### config.mk
export PLATFORM = sky130hd
export DESIGN_NAME = nano_dmmu
export DESIGN_NICKNAME = d
export VERILOG_FILES = /design/src/nano_mu_pkg.sv /design/src/nano_dmmu.sv
export VERILOG_INCLUDE_DIRS = /design/src
export SDC_FILE = /design/constraint.sdc
export NUM_CORES = 1
export LEC_CHECK = 0
export ABC_AREA = 1
export BUFFER_PORTS_ARGS = -buffer_cell sky130_fd_sc_hd__buf_2
export CORE_AREA = 2 2 39 41
export CTS_CLUSTER_SIZE = 28
export DETAILED_ROUTE_END_ITERATION = 16
export DIE_AREA = 0 0 41 43
export PLACE_DENSITY = 0.65
export SKIP_LAST_GASP = 1
export SLEW_MARGIN = 20
export SYNTH_ARGS = -nofsm -noshare
export SYNTH_HDL_FRONTEND = slang
export SYNTH_SLANG_ARGS = --single-unit
export TNS_END_PERCENT = 30
### constraint.sdc
create_clock -name clk -period 1 [get_ports clk]
set_input_delay 0.15 -clock clk [delete_from_list [all_inputs] [get_ports clk]]
set_output_delay 0.15 -clock clk [all_outputs]
set_load 0.01 [all_outputs]
### src/nano_mu_config.svh
// ================================================
// Widths and vectors assume a 32-bit data path
// Region sizes must be powers of two and RO < RAM
// ================================================
`ifndef NANO_MU_CONFIG_SVH
`define NANO_MU_CONFIG_SVH

// Address and data width
`define NANO_AW 32
`define NANO_DW 32

// Width of one exception vector
`define NANO_VECT_DW 8

// Data TLB miss
`define NANO_EDTM_VECTOR 8'h1C
// Data page fault
`define NANO_EDPF_VECTOR 8'h20
// Misaligned access
`define NANO_EALIGN_VECTOR 8'h24

// Data RAM size in bytes, any address at or above is a TLB miss
`define NANO_DRAM_BYTES 1024

// Read-only low region in bytes, stores below it fault
`define NANO_RO_BYTES 64

`endif
### src/nano_mu_pkg.sv
// ================================================
// Shared vector types of the load/store unit
// ================================================
`include "nano_mu_config.svh"

package nano_mu_pkg;

   // Byte address on the data bus
   typedef logic [`NANO_AW-1:0] addr_t;

   // One data word
   typedef logic [`NANO_DW-1:0] data_t;

   // One write enable per byte lane
   typedef logic [`NANO_DW/8-1:0] byte_msk_t;

   // Access size code, 1 byte, 2 halfword, 3 word
   typedef logic [2:0] size_t;

   // Exception target, vector address divided by 4
   typedef logic [`NANO_AW-3:0] exp_tgt_t;

   // Size codes as driven by execute
   localparam size_t SIZE_BYTE = 3'd1;
   localparam size_t SIZE_HALF = 3'd2;
   localparam size_t SIZE_WORD = 3'd3;

   // Memory unit states
   typedef enum logic {
      IDLE,
      PENDING
   } mu_state_e;

endpackage

### src/nano_dmmu.sv
// ================================================
// Flat map without page tables
// Faults pulse for one cycle
// ================================================
`timescale 1ns/10ps
`include "nano_mu_config.svh"

module nano_dmmu (
   input  logic               clk,
   input  logic               rst_n,
   // From the memory unit
   input  logic               mu_cmd_valid,
   output logic               mu_cmd_ready,
   input  nano_mu_pkg::addr_t cmd_addr,
   input  logic               store,
   // To the data RAM
   output logic               ram_cmd_valid,
   input  logic               ram_cmd_ready,
   // Fault flags one cycle after the command
   output logic               tlb_miss,
   output logic               page_fault
);

   logic miss_w;
   logic pf_w;
   logic fault_w;

   // Beyond the RAM is unmapped
   assign miss_w = cmd_addr >= nano_mu_pkg::addr_t'(`NANO_DRAM_BYTES);

   // Stores into the read-only low region fault
   assign pf_w = store & (cmd_addr < nano_mu_pkg::addr_t'(`NANO_RO_BYTES));

   assign fault_w = miss_w | pf_w;

   // Bad commands never reach the RAM
   assign ram_cmd_valid = mu_cmd_valid & ~fault_w;

   // Faulting commands are swallowed here at once
   assign mu_cmd_ready = fault_w ? 1'b1 : ram_cmd_ready;

   // Fault reported in the cycle after acceptance
   always_ff @(posedge clk or negedge rst_n) begin
      if (!rst_n) begin
         tlb_miss   <= 1'b0;
         page_fault <= 1'b0;
      end else begin
         tlb_miss   <= mu_cmd_valid & miss_w;
         page_fault <= mu_cmd_valid & pf_w;
      end
   end

endmodule

# Yosys cells after proc, flatten, opt, wreduce, memory -nomap -nowiden

Index checks and enable logic that the tools add are counted.

Output and inout port bits: 4
Bits in registers: 2
Word-level logic and storage cells: 11

Bitwise logic cells: 6
Order comparisons: 2
Mux-type cells: 1

Operator list:

| cell                   | count |
|---|---|
| $ge A32 B11 Y1 const B | 1 |
| $lt A32 B7 Y1 const B  | 1 |
| $and A1 B1 Y1          | 4 |
| $mux W1                | 1 |
| $not A1 Y1             | 1 |
| $or A1 B1 Y1           | 1 |

# Depth between registers and ports, before layout

Depth after elaboration: 5
Mapped depth: 6
Depth with buffers taken out: 6

# Worst setup path before layout

Ideal clock, no wire load.

Kind: input to output
From: input port cmd_addr[23]
To: output port ram_cmd_valid
Data required time: 0.850 ns
Setup slack: 0.169 ns
Arrival: 0.681 ns
Cell stages on the path: 5
Path through: nor2_1 -> nand2_1 -> nor2_2 -> nand4_1 -> nor2_1

Longest elaborated chain between the ends: 5
Elaborated cells between the ends (all ways): 6
Classes of those cells: order compare: 2; bitwise: 4

RTL lines:

| what            | line            | RTL |
|---|---|---|
| start, declared | nano_dmmu.sv:14 | `input nano_mu_pkg::addr_t cmd_addr,` |
| $lt A32 B7 Y1   | nano_dmmu.sv:32 | `` assign pf_w = store & (cmd_addr < nano_mu_pkg::addr_t'(`NANO_RO_BYTES)); `` |
| $and A1 B1 Y1   | nano_dmmu.sv:32 |  |
| $or A1 B1 Y1 *  | nano_dmmu.sv:34 | `assign fault_w = miss_w \| pf_w;` |
| $not A1 Y1 *    | nano_dmmu.sv:37 | `assign ram_cmd_valid = mu_cmd_valid & ~fault_w;` |
| $and A1 B1 Y1 * | nano_dmmu.sv:37 |  |
| end, declared   | nano_dmmu.sv:17 | `output logic ram_cmd_valid,` |

Every way passes the cells marked *; elsewhere a longest branch is shown, timed or not.

# Worst setup path after layout

From: input port cmd_addr[20]
To: output port mu_cmd_ready

Longest elaborated chain between the ends: 4
Elaborated cells between the ends (all ways): 5
Classes of those cells: order compare: 2; mux: 1; bitwise: 2

RTL lines:

| what           | line            | RTL |
|---|---|---|
| $lt A32 B7 Y1  | nano_dmmu.sv:32 |  |
| $and A1 B1 Y1  | nano_dmmu.sv:32 |  |
| $or A1 B1 Y1 * | nano_dmmu.sv:34 |  |
| $mux W1 *      | nano_dmmu.sv:40 | `assign mu_cmd_ready = fault_w ? 1'b1 : ram_cmd_ready;` |
| end, declared  | nano_dmmu.sv:13 | `output logic mu_cmd_ready,` |

Marks and branches as above.

==> flow_summary.json <==
{
  "nets": 116,
  "stdcell_count": 93,
  "core_um2": 1380,
  "dp.cells": 89,
  "vias_per_cell": 3.86,
  "whs_ns": 0.150,
  "crit_chain": "buf_6 -> nor2_2 -> nand2_1 -> nor2_2 -> nand2_1 -> nor2_1 -> nand3_1 -> buf_2",
  "dp_hpwl_um": 558,
  "drc_errors": 0,
  "status": "finished with violations",
  "finalHoldViolations": 0,
  "ys_seq_elements": 2,
  "cts_sinks": 2,
  "endpoint_kind": "primary output",
  "post-route-min-period_ns": 1.06,
  "path_clk_slew_ns": 0.03,
  "crit_family": "simple AND/OR/NAND/NOR gates",
  "postLayoutCellArea_um2": 512,
  "netlist_instances": 38,
  "yosys_warnings": 0,
  "cts_buffers": 3,
  "worst_path_max_delay_cell": "nor2_2",
  "post-cts-setup-buffers": 0,
  "path_max_fanout": 3,
  "grt_first_pass_wirelength_mm": 1.03,
  "crit_end": "mu_cmd_ready",
  "vias": 359,
  "antenna_found_initial": 0,
  "wl_um": 729,
  "syn_area_per_cell_um2": 5.30,
  "worstPathArrival_ns": 0.91,
  "rsz0062_at_grt": "true",
  "p_int_uw": 295,
  "ir_drop_uv": 184,
  "num_rows": 14,
  "synth_top_area_share": 0.298,
  "startpoint": "cmd_addr[20]",
  "nFillCells": 164,
  "io_pins": 41,
  "gp_congestion": 0.700,
  "antenna_cells": 0,
  "firstDrtPassIters": 2,
  "cts_tree": "done",
  "syn_nets": 75,
  "critPathMaxStageDelay_ns": 0.15,
  "die_height_um": 43,
  "synth_area_leaders": "nor2_1, dfrtp_1, nand2_1",
  "startpoint_type": "input port",
  "maxCapViolCount": 0,
  "ant_nets": 0,
  "violations": "setup timing",
  "maxSlewViolCount": 0,
  "max_freq_mhz": 941,
  "finalCritPeriodShare": 1.06,
  "setup_viol": 2,
  "slew_headroom": 0.915,
  "path_depth": 8,
  "final_util": 0.370,
  "synthDistinctLibCells": 7,
  "p_leak_nw": 0.261,
  "start_util": 0.146,
  "grt_pass1_vias": 326,
  "routedWlPerCell_um": 7.84,
  "switching_power_uw": 87.6,
  "tns_ns": -0.0662,
  "dpl_cell_area_um2": 399,
  "htreeDepth": 1,
  "yosysTopAreaCell": "nor2_1",
  "dr.first_iter.drc_count": 1,
  "critPathRequiredTime_ns": 0.85,
  "port_buffers": 34,
  "power_per_cell_area_nw_per_um2": 747,
  "min_path_type": "input port to flop",
  "fp.dieW_um": 41,
  "fin_ws_ns": -0.0623,
  "overflow": 0,
  "area_growth_syn_to_layout_pct": 154,
  "grt_max_degree": 4,
  "worstSetupPathType": "input port to primary output",
  "yosysSeqAreaShare": 0.248,
  "switching_share": 0.229,
  "seq_power_share": 0.220,
  "cts_max_path_buffers": 2,
  "syn_area_um2": 201,
  "grt_usage": 0.0841,
  "worst_slew_pin_slew_ns": 0.126,
  "dieArea_um2": 1760,
  "drive_gt1_frac": 0.610,
  "share_comb_of_total_power": 0.315,
  "cp_num_buf_inv": 2,
  "p_clk_frac": 0.465,
  "clockRootBuffer": "clkbuf_4"
}
-- how the worst min path moves through the flow --
stage                             from         end  slack [ns]  depth (start not counted)
after CTS                 mu_cmd_valid    tlb_miss        0.14                          3
after detailed placement         rst_n    tlb_miss       -0.06                          1
after floorplan                  rst_n  page_fault       -0.15                          0
after global routing      mu_cmd_valid    tlb_miss        0.16                          3
after global placement           rst_n    tlb_miss       -0.06                          1
final                     mu_cmd_valid    tlb_miss        0.15                          3
-- cells in the mapped netlist --
cell type / instances
inv_1: 5
nand3_1: 3
nand4_1: 2
dfrtp_1: 2
nor2_1: 16
nand2_1: 7
nor2_2: 3
-- cells by family after synthesis --
logic type,synth area share
buffers and inverters,0.0932
flip-flops,0.248
AND/OR/NAND/NOR,0.658
-- tightest hold or removal path: cells and delay by family --
family	cells	cell delay, ns
buffers and inverters	2	0.14
AND/OR/NAND/NOR	1	0.05
-- power groups by stage --
stage | sequential (mW) | clock (mW) | combinational, mW
2_1_floorplan | 0.0862 | 0 | 0.0212
3_3_place_gp | 0.0848 | 0 | 0.0825
3_5_place_dp | 0.0848 | 0 | 0.0842
4_1_cts | 0.0839 | 0.191 | 0.0875
5_1_grt | 0.0842 | 0.190 | 0.135
6_report | 0.0840 | 0.178 | 0.121
-- layer usage --
layer  vias up  global-route usage  wire length [um]
met1       154              0.0637               225
li1        194                   -                 -
met5         -                   0                 0
met4         0              0.0867                 0
met2        11               0.153               456
met3         0              0.0105                47
-- layout by cell type (no fill, tap or decap) --
cell type / Yosys / routed
clkbuf_4: 0 / 3
nand3_1: 3 / 3
buf_4: 0 / 1
nor2_1: 16 / 10
inv_1: 5 / 5
nand4_1: 2 / 2
buf_6: 0 / 8
nor2_4: 0 / 3
nand2_1: 7 / 7
buf_2: 0 / 26
dfrtp_1: 2 / 2
dlygate4sd3_1: 0 / 1
nor2_2: 3 / 6
-- repair_timing --
item                       4_1_cts  5_1_grt
setup endpoints to repair        2        2
hold buffers                     1        0
hold endpoints to repair         2        0
pin swaps                        1       11
gates resized for setup          0       17
-- cell type report --
cell class / count / area (um2) / share of cell area
multi-input cells: 31 / 163 / 0.318
flip-flops and latches: 2 / 50.0 / 0.0978
well taps: 16 / 20.0 / 0.0391
repair buffers: 36 / 238 / 0.465
inverters: 5 / 18.8 / 0.0367
clock buffers: 3 / 22.5 / 0.0440
-- registers in the layout, indices dropped and copies added (netlist names) --
| register | cells |
|---|---|
| tlb_miss | 1 |
| page_fault | 1 |
-- stage by stage --
stage / power (mW) / setup WS [ns]
6_report: 0.382 / -0.0623
5_1_grt: 0.409 / -0.145
3_3_place_gp: 0.167 / -0.0651
4_1_cts: 0.362 / -0.0613
3_5_place_dp: 0.169 / -0.0655
2_1_floorplan: 0.107 / 0.169
No activity file was read; power rests on OpenSTA's default activity.
