`src/nano_mu_config.svh`:
```
// ================================================
// Widths and vectors assume a 32-bit data path
// Region sizes must be powers of two and RO < RAM
// ================================================
`ifndef NANO_MU_CONFIG_SVH
`define NANO_MU_CONFIG_SVH

// Address and data width
`define NANO_AW 32
`define NANO_DW 32

// Width of one exception vector
`define NANO_VECT_DW 8

// Data TLB miss
`define NANO_EDTM_VECTOR 8'h1C
// Data page fault
`define NANO_EDPF_VECTOR 8'h20
// Misaligned access
`define NANO_EALIGN_VECTOR 8'h24

// Data RAM size in bytes, any address at or above is a TLB miss
`define NANO_DRAM_BYTES 1024

// Read-only low region in bytes, stores below it fault
`define NANO_RO_BYTES 64

`endif
```
`src/nano_mu_pkg.sv`:
```
// ================================================
// Shared vector types of the load/store unit
// ================================================
`include "nano_mu_config.svh"

package nano_mu_pkg;

   // Byte address on the data bus
   typedef logic [`NANO_AW-1:0] addr_t;

   // One data word
   typedef logic [`NANO_DW-1:0] data_t;

   // One write enable per byte lane
   typedef logic [`NANO_DW/8-1:0] byte_msk_t;

   // Access size code, 1 byte, 2 halfword, 3 word
   typedef logic [2:0] size_t;

   // Exception target, vector address divided by 4
   typedef logic [`NANO_AW-3:0] exp_tgt_t;

   // Size codes as driven by execute
   localparam size_t SIZE_BYTE = 3'd1;
   localparam size_t SIZE_HALF = 3'd2;
   localparam size_t SIZE_WORD = 3'd3;

   // Memory unit states
   typedef enum logic {
      IDLE,
      PENDING
   } mu_state_e;

endpackage

```
`src/nano_mu.sv`:
```
// ================================================
// One outstanding access, operands held until in_ready
// Fault flags must arrive one cycle after the command
// ================================================
`timescale 1ns/10ps
`include "nano_mu_config.svh"

module nano_mu (
   input  logic                   clk,
   input  logic                   rst_n,
   // Execute request
   input  logic                   in_valid,
   output logic                   in_ready,
   input  logic                   load,
   input  logic                   store,
   input  logic                   sign_ext,
   input  nano_mu_pkg::size_t     load_size,
   input  nano_mu_pkg::size_t     store_size,
   input  nano_mu_pkg::data_t     operand_1,
   input  nano_mu_pkg::data_t     operand_2,
   input  nano_mu_pkg::data_t     operand_3,
   // Data bus command
   output logic                   cmd_valid,
   input  logic                   cmd_ready,
   output nano_mu_pkg::addr_t     cmd_addr,
   output nano_mu_pkg::byte_msk_t cmd_we_msk,
   output nano_mu_pkg::data_t     cmd_din,
   // Data bus response
   input  logic                   rsp_valid,
   output logic                   rsp_ready,
   input  nano_mu_pkg::data_t     rsp_dout,
   // Faults from the data MMU
   input  logic                   tlb_miss,
   input  logic                   page_fault,
   // Writeback side
   input  logic                   wb_ready,
   output logic                   wb_valid,
   output nano_mu_pkg::data_t     load_data,
   output logic                   exp_taken,
   output nano_mu_pkg::exp_tgt_t  exp_tgt,
   output nano_mu_pkg::addr_t     lsa
);

   nano_mu_pkg::mu_state_e   state_r;
   nano_mu_pkg::mu_state_e   state_nxt;
   nano_mu_pkg::size_t       mu_size;
   nano_mu_pkg::byte_msk_t   msk_byte;
   nano_mu_pkg::byte_msk_t   msk_half;
   logic                     mu_op;
   logic                     misalign;
   logic                     dmm_fault;
   logic                     hds_cmd;
   logic                     hds_wb;
   logic [7:0]               dout_byte;
   logic [15:0]              dout_half;
   logic [`NANO_VECT_DW-1:0] exp_vector;

   assign mu_op   = load | store;
   assign hds_cmd = cmd_valid & cmd_ready;
   assign hds_wb  = wb_valid & wb_ready;

   // Effective address
   assign lsa      = operand_1 + operand_2;
   assign cmd_addr = lsa;

   // Alignment check on the size of the active operation
   assign mu_size  = load ? load_size : store_size;
   assign misalign = in_valid & mu_op &
                     (((mu_size == nano_mu_pkg::SIZE_WORD) & (|lsa[1:0])) |
                      ((mu_size == nano_mu_pkg::SIZE_HALF) & lsa[0]));

   // Lane masks, halfword lanes picked by address bit 1
   always_comb begin
      msk_byte = '0;
      msk_byte[lsa[1:0]] = 1'b1;
   end
   assign msk_half = lsa[1] ? 4'b1100 : 4'b0011;

   // Loads write nothing
   always_comb begin
      cmd_we_msk = '0;
      if (store) begin
         case (store_size)
            nano_mu_pkg::SIZE_WORD: cmd_we_msk = 4'b1111;
            nano_mu_pkg::SIZE_HALF: cmd_we_msk = msk_half;
            nano_mu_pkg::SIZE_BYTE: cmd_we_msk = msk_byte;
            default:                cmd_we_msk = '0;
         endcase
      end
   end

   // Store data copied into every lane, mask does the rest
   always_comb begin
      case (store_size)
         nano_mu_pkg::SIZE_HALF: cmd_din = {2{operand_3[15:0]}};
         nano_mu_pkg::SIZE_BYTE: cmd_din = {4{operand_3[7:0]}};
         default:                cmd_din = operand_3;
      endcase
   end

   // Command only from IDLE and only when aligned
   assign cmd_valid = in_valid & mu_op & (state_r == nano_mu_pkg::IDLE) & ~misalign;

   assign dmm_fault = tlb_miss | page_fault;

   // FSM
   always_comb begin
      state_nxt = state_r;
      case (state_r)
         nano_mu_pkg::IDLE:    if (hds_cmd) state_nxt = nano_mu_pkg::PENDING;
         nano_mu_pkg::PENDING: if (hds_wb | dmm_fault) state_nxt = nano_mu_pkg::IDLE;
         default:              state_nxt = nano_mu_pkg::IDLE;
      endcase
   end

   always_ff @(posedge clk or negedge rst_n) begin
      if (!rst_n) begin
         state_r <= nano_mu_pkg::IDLE;
      end else begin
         state_r <= state_nxt;
      end
   end

   // MMU faults count only for our own pending command
   assign exp_taken = ((state_r == nano_mu_pkg::PENDING) & dmm_fault) | misalign;

   always_comb begin
      if (misalign)
         exp_vector = `NANO_EALIGN_VECTOR;
      else if (tlb_miss)
         exp_vector = `NANO_EDTM_VECTOR;
      else if (page_fault)
         exp_vector = `NANO_EDPF_VECTOR;
      else
         exp_vector = '0;
   end

   // Vector divided by 4, zero extended
   assign exp_tgt = {{(`NANO_AW - `NANO_VECT_DW){1'b0}}, exp_vector[`NANO_VECT_DW-1:2]};

   // Non-memory ops pass straight through
   assign in_ready = ~mu_op | hds_wb | exp_taken;

   // Response goes straight on to writeback
   assign rsp_ready = wb_ready;
   assign wb_valid  = rsp_valid;

   // Addressed byte and halfword of the returned word
   always_comb begin
      case (cmd_addr[1:0])
         2'b00:   dout_byte = rsp_dout[7:0];
         2'b01:   dout_byte = rsp_dout[15:8];
         2'b10:   dout_byte = rsp_dout[23:16];
         default: dout_byte = rsp_dout[31:24];
      endcase
   end
   assign dout_half = cmd_addr[1] ? rsp_dout[31:16] : rsp_dout[15:0];

   // Sign bit copied only when sign_ext is set
   always_comb begin
      case (load_size)
         nano_mu_pkg::SIZE_HALF: load_data = {{16{sign_ext & dout_half[15]}}, dout_half};
         nano_mu_pkg::SIZE_BYTE: load_data = {{24{sign_ext & dout_byte[7]}}, dout_byte};
         default:                load_data = rsp_dout;
      endcase
   end

endmodule

```
`config.mk`:
```
export PLATFORM = sky130hd
export DESIGN_NAME = nano_mu
export DESIGN_NICKNAME = d
export VERILOG_FILES = /design/src/nano_mu_pkg.sv /design/src/nano_mu.sv
export VERILOG_INCLUDE_DIRS = /design/src
export SDC_FILE = /design/constraint.sdc
export NUM_CORES = 1
export LEC_CHECK = 0
export ABC_AREA = 1
export BUFFER_PORTS_ARGS = -buffer_cell sky130_fd_sc_hd__buf_2
export CORE_AREA = 3 3 120 122
export DETAILED_ROUTE_END_ITERATION = 10
export DIE_AREA = 0 0 123 125
export PLACE_DENSITY_LB_ADDON = 0.1
export REMOVE_ABC_BUFFERS = 1
export SLEW_MARGIN = 20
export SYNTH_ARGS = -nofsm -noshare
export SYNTH_HDL_FRONTEND = slang
export SYNTH_SLANG_ARGS = --single-unit
```
`constraint.sdc`:
```
create_clock -name clk -period 11.6 [get_ports clk]
set_input_delay 3.48 -clock clk [delete_from_list [all_inputs] [get_ports clk]]
set_output_delay 3.48 -clock clk [all_outputs]
set_load 0.01 [all_outputs]
```
-- After elaboration in Yosys (flattened, before gate mapping)
Cells that the tools add are included.
- input port bits: 145
- register bits: 1
- word-level logic and storage cells: 53
- order comparisons: 2
- multiplexer cells: 16
- reductions and logical operators: 3
- equality and inequality tests: 9
- add/sub/neg operators: 1
- bitwise operators: 21
- operators by type and width (kind ; count):
    $pmux W32 S2 ; 2
    $add A32 B32 Y32 ; 1
    $pmux W8 S3 ; 1
    $mux W6 ; 3
    $mux W16 ; 1
    $eq A3 B2 Y1 const B ; 5
    $pmux W4 S3 ; 1
    $and A1 B1 Y1 ; 11
    $mux W4 ; 2
    $or A1 B1 Y1 ; 7
    $eq A3 B1 Y1 const B ; 2
    $lt A2 B3 Y1 const B ; 1
    $mux W1 ; 3
    $mux W3 ; 1
    $not A1 Y1 ; 3
    $demux W1 S2 ; 1
    $eq A2 B1 Y1 const B ; 1
    $eq A2 B2 Y1 const B ; 1
    $ge A2 B1 Y1 const B ; 1
    $logic_not A2 Y1 ; 1
    $pmux W1 S2 ; 1
    $reduce_or A2 Y1 ; 1
    $logic_and A1 B1 Y1 ; 1

-- Logic depth before layout (Yosys ltp)
Gate-level depths: netlist (run 1).
- depth after elaboration: 10
- gate-level depth with buffers: 13
- gate-level depth less buffers: 12

-- Worst setup path after synthesis (run 1)
OpenSTA, ideal clock, no wires.
- kind: input-to-output
- start point: in operand_1[0]
- end point: out load_data[15]
- slack: 3.003 ns
- buffers on the path: 2
- stages: 9
- arrival time: 5.117 ns
- cells stage by stage: ha_1 fa_1 buf_6 nor2_2 nor2_1 o22ai_2 nand3b_4 buf_6 nand3_1
- word-level cells in the longest chain between the ends: 5
- elaborated cells between the ends (all ways): 8
- RTL lines (item ; line ; source):
    start, declared ; nano_mu.sv:19 ; input nano_mu_pkg::data_t operand_1,
    $add A32 B32 Y32 (*) ; nano_mu.sv:63 ; assign lsa = operand_1 + operand_2;
    net cmd_addr[1] ; nano_mu.sv:25 ; output nano_mu_pkg::addr_t cmd_addr,
    $eq A2 B2 Y1, or another cell as far along ; nano_mu.sv:150 ; case (cmd_addr[1:0])
    $pmux W8 S3 ; nano_mu.sv:150 ;
    $and A1 B1 Y1 ; nano_mu.sv:163 ; nano_mu_pkg::SIZE_BYTE: load_data = {{24{sign_ext & dout_byte[7]}}, dout_byte};
    $pmux W32 S2 (*) ; nano_mu.sv:161 ; case (load_size)
    end, declared ; nano_mu.sv:38 ; output nano_mu_pkg::data_t load_data,
The timed path passes the listed nets; every way through them passes the cells marked *.

-- Worst setup path after layout (run 1)
- start point: in operand_1[0]
- end point: out load_data[11]
- word-level cells in the longest chain between the ends: 5
- elaborated cells between the ends (all ways): 8
- RTL lines (item ; line):
    $add A32 B32 Y32 (*) ; nano_mu.sv:63
    $eq A2 B2 Y1, or another cell as far along ; nano_mu.sv:150
    $pmux W8 S3 ; nano_mu.sv:150
    $and A1 B1 Y1 ; nano_mu.sv:163
    $pmux W32 S2 (*) ; nano_mu.sv:161
Mark *: on every way between the ends. The rest lies on a longest branch, timed or not.

==> results.yml, run 1 <==
floorplan:
  die_area_um2: 15400
  num_rows: 42
  core_area_um2: 13300
  die_y_um: 125
  io_pins: 312
  start_util: 0.323
  die_x_um: 123
layout:
  regMostFlops: "state_r"
  reg_top3: "state_r x1"
  largest_reg_flops: 1
  finalNetCount: 1225
  final-instance-count-excl-fill: 1224
  finish.utilization: 0.407
  area_growth_pct: 26.1
  drive_above_1_share: 0.320
power:
  clkPwrFrac: 0
  leakage_nw: 3.69
  pwr-share-comb: 0.988
  seqPwrFrac: 0.012
  power_density_nw_per_um2: 59.8
  p_int_uw: 129
  power.switching_uw: 195
  ir_drop_v: 0.0000241
  swShare: 0.603
detailed_routing:
  vias: 5354
  wl_met2_um: 8660
  drt_iter0_markers: 172
  wl_met1_um: 6460
  wl_met3_um: 1020
  viasPerCell: 4.37
  drtAntennaViolNets: 0
  firstDrtPassIters: 4
  dr.max_layer_used: "met4"
  wl_um: 16200
  routedWlPerCell_um: 13.3
  drc: 0
critical_path:
  slowest_stage: "fa_1"
  crit_chain: "buf_2, ha_1, fa_1, buf_4, nor2_1, nand2_1, nand2_1, o22ai_2, nand3b_4, o211ai_1, buf_2"
  critical_path_arrival_ns: 5.65
  max_stage_delay_ns: 0.50
  worst-r2r-cell-count: 4
  rrSetupSlack_ns: 10.72
  cp-end-kind: "primary output"
  r2r-start: "state_r"
  path_class: "primary input to primary output"
  worstReg2RegEnd: "state_r"
  cp_max_fo: 31
  worst_setup_path_start_kind: "primary input"
  required_ns: 8.12
hold_path:
  hold_class: "register to register"
  hold_path_end: "state_r"
  worstHoldStart: "state_r"
  hold_depth: 2
global_route:
  track_usage: 0.197
  grt_pass1_vias: 5185
  grt_max_degree: 32
  antenna_found_initial: 2
  gr-total-overflow: 0
  grt_pass1_wl_um: 25000
logic_synthesis:
  synthSimpleGateAreaFrac: 0.449
  ys_seq_area_frac: 0.00583
  synth_edf_count: 0
  synthAdderAreaFrac: 0.0950
  syn_area_um2: 4290
  ys_ff_latch: 1
  async_flop_share: 1.00
  yosysMostFrequentCell: "nand2_1"
  synth_compound_area_frac: 0.103
  yosysUniqueCellTypes: 40
  synth_top_cell_by_area: "nand2_1"
  synth_top_cell_area_share: 0.261
  synthCells: 818
  yosysWarnings: 0
  synth_common_cells: "nand2_1 (298), inv_1 (144), buf_4 (72)"
  syn_avg_cell_area_um2: 5.25
  yosys-top-cells-area: "nand2_1 (26%), buf_4 (13%), inv_1 (13%)"
  synthXorXnorAreaFrac: 0.0326
  synth_mux_area_frac: 0.0347
  synth_flop_cell: "dfrtp_1"
  synth_top_family_by_area: "simple AND/OR/NAND/NOR gates"
sta:
  tightestPinTransition_ns: 0.746
  drv_slew: 0
  max_freq_mhz: 110
  period_needed_ns: 9.13
  setup_violations: 0
  rsz0062_at_grt: "false"
  finalSetupTns_ns: 0
  fin_skew_ns: 0
  max-slew-margin-rel: 0.501
  finalHoldViolations: 0
  fin_crit_sh: 0.787
  holdWs_ns: 0.535
job:
  maxCapViolCount: 0
placed_design:
  dp.cells: 1222
  hpwl_um: 14500
  io_buffer_count: 285
  place.gp.congestion: 0.896
cts:
  clk_latency_ns: 0
  cts_hold_buf: 0
  clk_pin_slew_ns: 0
  cts_setup_buffers: 0
  cts_resized: 0
run_status:
  status: "completed"
placed cells by master, fill, tap and decap left out, drive strengths merged:
cell / n
or2: 1
nand3: 63
nor3: 5
inv: 150
nor2: 56
buf: 286
a21oi: 23
o22ai: 3
o211ai: 15
diode: 2
xor2: 14
o21ai: 25
nand4: 4
nand2: 316
mux2: 7
dfrtp: 1
conb: 26
fa: 1
a21o: 1
xnor2: 2
a31oi: 4
mux2i: 7
ha: 31
o21bai: 2
nand3b: 3
routing by layer:
layer / vias up / track usage
met5: - / 0
met4: 0 / 0.0143
met3: 8 / 0.0271
met2: 170 / 0.396
met1: 2286 / 0.224
li1: 2890 / -
power by group through the flow:
| stage | logic, mW | registers, mW | clock network [mW] |
|---|---|---|---|
| 2_1_floorplan | 0.189 | 0.00395 | 0 |
| 3_3_place_gp | 0.323 | 0.00403 | 0 |
| 3_5_place_dp | 0.322 | 0.00403 | 0 |
| 4_1_cts | 0.324 | 0.00403 | 0 |
| 5_1_grt | 0.362 | 0.00407 | 0.0000000231 |
| 6_report | 0.320 | 0.00404 | 0.0000000232 |
metrics by stage:
stage,power [mW],area (um2),setup slack [ns]
final,0.324,5410,2.47
after global routing,0.366,5410,2.28
after CTS,0.328,5410,2.46
after detailed placement,0.326,5410,2.48
after global placement,0.327,5410,2.52
after floorplan,0.193,3750,2.39
how the worst max path moves through the flow:
stage | startpoint | endpoint | slack, ns | cells past startpoint
floorplan | operand_1[0] | load_data[10] | 2.39 | 8
global placement | operand_1[0] | load_data[10] | 2.52 | 11
detailed placement | operand_1[0] | load_data[11] | 2.48 | 11
CTS | operand_1[0] | load_data[11] | 2.46 | 11
global route | operand_1[0] | load_data[11] | 2.28 | 10
finish | operand_1[0] | load_data[11] | 2.47 | 11
critical path: cells and delay by family:
kind                       cells  cell delay [ns]
buffers and inverters          3             0.58
and+or+nand+nor                4             0.60
adders and majority gates      2             0.73
AOI/OAI and AO/OA              2             0.26
layout make-up:
cell class,instances,area (um2)
Antenna cell,2,5.00
Inverter,150,566
Multi-Input combinational cell,609,3160
Fill cell,1597,7880
Tap cell,176,220
Timing Repair Buffer,286,1430
Sequential cell,1,25.0
cell families (layout without fill, tap and decap cells):
kind of cell    count (synthesis)  in the layout
simple gates                  448            448
buf+inv                       233            436
compound gates                 73             73
fa+ha+maj                      32             32
xor+xnor                       16             16
mux                            14             14
other cells                     1             28
flops                           1              1
Power figures use the tool's default switching activity.
==> run 2, diff against run 1 <==
ABC_AREA = 0   (was 1)
clock period = 8 ns   (was 11.6 ns; I/O delays follow)
==> run 2 against run 1 <==
  * Sequential power is 48% higher
  * Clock skew stayed put
  * Via count is 15% lower
  * Critical path type unchanged
==> results.yml, run 2 <==
run_status:
  status: "completed"
detailed_routing:
  viasPerCell: 4.97
  drt_iter0_markers: 291
  routedWlPerCell_um: 16.1
  vias: 4565
  wl_um: 14800
  drc: 0
  drtAntennaViolNets: 0
  firstDrtPassIters: 5
placed_design:
  pre_cts_ws_ns: 0.744
  place.gp.congestion: 0.835
  hpwl_um: 12800
  dp.cells: 919
  io_buffer_count: 285
job:
  maxCapViolCount: 0
floorplan:
  die_x_um: 123
  num_rows: 42
  core_area_um2: 13300
  io_pins: 312
  die_area_um2: 15400
  die_y_um: 125
  start_util: 0.270
power:
  leakage_nw: 2.58
  power_density_nw_per_um2: 96.0
  ir_drop_v: 0.0000535
  seqPwrFrac: 0.013
  p_int_uw: 199
  swShare: 0.563
  pwr-share-comb: 0.987
  total_power_uw: 455
  power.switching_uw: 256
  clkPwrFrac: 0
hold_path:
  hold_class: "register to register"
layout:
  largest_reg_flops: 1
  area_growth_pct: 32.3
  final_cell_mix: "buf_2 (285), a21oi_1 (57), nor2_1 (50), a21o_1 (38), ha_1 (31)"
  drive_above_1_share: 0.432
  layout_commonest_cell: "buf_2"
  regMostFlops: "state_r"
  n_antenna_cell: 0
  reg_top3: "state_r x1"
  finalNetCount: 922
  final-instance-count-excl-fill: 919
critical_path:
  crit_chain: "buf_2, ha_1, fa_1, mux4_2, a21oi_1, nor3_2, a21o_1, buf_2"
  cp-end-kind: "primary output"
  required_ns: 5.60
  slowest_stage: "nor3_2"
  cp_max_fo: 16
  max_stage_delay_ns: 0.79
  critical_path_buf_inv_count: 2
  cp_top_family: "adder cells"
  worst_setup_path_start_kind: "primary input"
  crit_top_cell: "buf_2"
  critical_path_arrival_ns: 4.91
  path_class: "primary input to primary output"
sta:
  fin_skew_ns: 0
  drv_slew: 0
  max_freq_mhz: 137
  fin_crit_sh: 0.914
  worst_slack_ns: 0.691
  tightestPinTransition_ns: 1.04
  max-slew-margin-rel: 0.302
  setup_violations: 0
  finalHoldViolations: 0
  period_needed_ns: 7.31
  rsz0062_at_grt: "false"
  finalSetupTns_ns: 0
logic_synthesis:
  yosysUniqueCellTypes: 66
  syn_area_um2: 3590
  syn_avg_cell_area_um2: 6.89
  ys_seq_area_frac: 0.00698
  ys_ff_latch: 1
  synthAdderAreaFrac: 0.114
  synth_flop_cell: "dfrtp_1"
  synthCells: 521
  yosysWarnings: 0
  synth_edf_count: 0
  async_flop_share: 1.00
  synth_mux_area_frac: 0.0788
  yosys-top-cells-area: "buf_4 (14%), ha_1 (11%), a21oi_1 (8.0%)"
  synth_compound_area_frac: 0.361
  synth_common_cells: "buf_4 (69), a21oi_1 (57), nor2_1 (50)"
  synth_top_family_by_area: "compound AO/OA/AOI/OAI gates"
  yosysMostFrequentCell: "buf_4"
  synth_top_cell_area_share: 0.144
  synth_top_cell_by_area: "buf_4"
  synthSimpleGateAreaFrac: 0.180
  synthXorXnorAreaFrac: 0.0732
cts:
  clk_pin_slew_ns: 0
  cts_setup_buffers: 0
  cts_resized: 0
  cts_hold_buf: 0
  clk_latency_ns: 0
global_route:
  grt_pass1_vias: 4284
  antenna_found_initial: 3
  grt_pass1_wl_um: 22100
  grt_max_degree: 36
  gr-total-overflow: 0
  track_usage: 0.171
==> run 2: cell types whose count changed after synthesis, moves of 8 or more <==
cell,before,now
nand2_1,298,25
inv_1,144,12
nand3_1,57,8
a21o_1,1,38
a21oi_1,22,57
xnor2_1,2,22
nand2_2,15,0
clkbuf_1,1,15
a22oi_1,0,9
mux2_2,7,16
o211ai_1,12,3
a221o_1,0,8
o21ai_1,0,8
==> run 2: metal layers <==
metal | routed length (um) | part of all wire | GRT usage | vias to the layer above
li1 | - | - | - | 2266
met1 | 5820 | 0.39 | 0.207 | 2082
met2 | 7640 | 0.52 | 0.334 | 199
met3 | 1200 | 0.081 | 0.0212 | 12
met4 | 92 | 0.0062 | 0.00847 | 6
met5 | 45 | 0.0030 | 0 | -
==> run 2: power by group through the flow <==
stage                     combinational, mW  sequential [mW]  clock (mW)
after CTS                             0.453          0.00593           0
after floorplan                       0.256          0.00577           0
after global routing                  0.496          0.00596           0
after global placement                0.451          0.00592           0
after detailed placement              0.451          0.00596           0
final                                 0.449          0.00598           0
==> run 2: cell type report <==
class                      count  area, um2
fill                        1491       8550
multi-input combinational    440       2990
timing repair buffer         289       1460
tap                          176        220
inverter                      13       48.8
sequential                     1       25.0
==> run 2: worst reg2reg max path: stages, from the launching register on <==
cell and delay, ns:
dfrtp_1 0.39, nor3_1 0.31, a32o_1 0.18
==> run 2: final timing paths <==
kind	startpoint	depth (start not counted)	to	slack, ns
worst min register to register	state_r	1	state_r	0.59
min in group asynchronous	rst_n	1	state_r	2.18
worst max-delay path	operand_1[0]	8	load_data[25]	0.69
max in group asynchronous	rst_n	1	state_r	5.74
worst max register to register	state_r	2	state_r	7.05
worst min-delay path	state_r	1	state_r	0.59
==> run 2: kinds of logic (layout without fill, tap and decap cells) <==
kind of cell	count (synthesis)	count (layout)
adders and majority gates	32	32
AOI/OAI and AO/OA	196	196
other	1	26
buffers and inverters	105	302
muxes	25	25
and+or+nand+nor	131	131
DFF	1	1
xor gates and xnor gates	30	30
==> run 2: through the flow <==
stage           util  instance area, um2  hold slack, ns
6_report       0.357                4740           0.588
4_1_cts        0.357                4740           0.576
3_3_place_gp   0.357                4740           0.569
3_5_place_dp   0.357                4740           0.581
2_1_floorplan      -                3070           0.510
5_1_grt        0.357                4740           0.587
==> run 3, diff against run 2 <==
PLACE_DENSITY = 0.62   (was unset)
PLACE_DENSITY_LB_ADDON = unset   (was 0.1)
==> run 3 against run 2 <==
  * Maximum frequency about the same
  * Wire length decreased by 4.8%
  * Critical path depth increased by 3
  * Global-route usage decreased by 0.80 points
  * Final cell count decreased by 0.11%
  * Critical endpoint is now lsa[18]
  * Highest routed layer is now met4
  * Sequential share of layout area about the same
  * Critical path type unchanged
==> results.yml, run 3 (same netlist as run 2, synthesis figures left out) <==
critical_path:
  cp-end-kind: "primary output"
  critical_path_arrival_ns: 4.91
  required_ns: 5.60
  path_class: "primary input to primary output"
  worst_setup_path_start_kind: "primary input"
  cp_max_fo: 3
global_route:
  antenna_found_initial: 0
  grt_pass1_vias: 4339
  gr-total-overflow: 0
  grt_max_degree: 39
  track_usage: 0.163
  grt_pass1_wl_um: 21000
placed_design:
  place.gp.congestion: 0.885
  place_area_um2: 4740
  pre_cts_ws_ns: 0.669
  hpwl_um: 12000
  io_buffer_count: 285
detailed_routing:
  firstDrtPassIters: 4
  wl_um: 14100
  vias: 4637
  viasPerCell: 5.05
  drt_iter0_markers: 187
  drc: 0
  drtAntennaViolNets: 0
  routedWlPerCell_um: 15.3
layout:
  layout_commonest_cell: "buf_2"
  n_antenna_cell: 0
  final_cell_mix: "buf_2 (285), a21oi_1 (57), nor2_1 (50), a21o_1 (38), ha_1 (31)"
  largest_reg_flops: 1
  finalNetCount: 921
  reg_top3: "state_r x1"
  area_growth_pct: 32.1
  regMostFlops: "state_r"
  finalInstanceArea_um2: 4740
  drive_above_1_share: 0.431
sta:
  finalHoldViolations: 0
  tightestPinTransition_ns: 0.987
  setup_violations: 0
  finalSetupTns_ns: 0
  fin_crit_sh: 0.914
  max_freq_mhz: 137
  rsz0062_at_grt: "false"
  fin_skew_ns: 0
  period_needed_ns: 7.31
  max-slew-margin-rel: 0.338
  worst_slack_ns: 0.691
  drv_slew: 0
power:
  p_int_uw: 199
  power_density_nw_per_um2: 96.4
  leakage_nw: 2.58
  pwr-share-comb: 0.987
  seqPwrFrac: 0.013
  swShare: 0.565
  clkPwrFrac: 0
  power.switching_uw: 258
  ir_drop_v: 0.0000544
floorplan:
  start_util: 0.270
  num_rows: 42
  io_pins: 312
  die_y_um: 125
  core_area_um2: 13300
  die_area_um2: 15400
  die_x_um: 123
hold_path:
  hold_class: "register to register"
cts:
  cts_resized: 0
  clk_latency_ns: 0
  cts_setup_buffers: 0
  clk_pin_slew_ns: 0
  cts_hold_buf: 0
job:
  maxCapViolCount: 0
run_status:
  status: "completed"
run 3: cell types whose count changed in the layout (fill, tap and decap cells not counted):
| cell | delta |
|---|---|
| buf_4 | -1 |
run 3: critical path, cell delays in order:
cell and delay, ns:
buf_2 0.12, ha_1 0.22, fa_1 0.43, a211o_1 0.34
a21oi_2 0.22, o21ai_1 0.12, a21oi_1 0.23, o21ai_1 0.13
a211oi_1 0.31, xnor2_1 0.20, buf_2 0.18
run 3: layer usage:
metal,global-route usage,vias to the layer above,share of wire
met3,0.0117,6,0.077
met1,0.202,2145,0.41
met4,0.0117,0,0.0058
li1,-,2262,-
met5,0,-,0
met2,0.317,224,0.51
run 3: cell type report:
cell class / instances / area (um2)
Tap cell: 176 / 220
Sequential cell: 1 / 25.0
Inverter: 13 / 48.8
Multi-Input combinational cell: 440 / 2990
Timing Repair Buffer: 288 / 1450
Fill cell: 1453 / 8560
run 3: stage by stage:
stage | hold slack, ns | cells | util | power [mW]
detailed placement | 0.568 | 918 | 0.356 | 0.456
CTS | 0.570 | 918 | 0.356 | 0.459
floorplan | 0.510 | 454 | - | 0.262
global placement | 0.564 | 918 | 0.356 | 0.456
finish | 0.561 | 918 | 0.356 | 0.457
global route | 0.613 | 918 | 0.356 | 0.499
run 3: power groups by stage:
| stage | logic [mW] | registers (mW) | clock network [mW] |
|---|---|---|---|
| floorplan | 0.256 | 0.00577 | 0 |
| global placement | 0.450 | 0.00590 | 0 |
| detailed placement | 0.450 | 0.00590 | 0 |
| CTS | 0.453 | 0.00590 | 0 |
| global route | 0.493 | 0.00597 | 0 |
| finish | 0.451 | 0.00590 | 0 |
run 3: final timing paths:
| path | slack (ns) | start | cells past startpoint | end |
|---|---|---|---|---|
| max reg2reg | 7.08 | state_r | 2 | state_r |
| min in group asynchronous | 2.17 | rst_n | 1 | state_r |
| max in group asynchronous | 5.74 | rst_n | 1 | state_r |
| max | 0.69 | operand_2[0] | 11 | lsa[18] |
| min reg2reg | 0.56 | state_r | 1 | state_r |
| min | 0.56 | state_r | 1 | state_r |
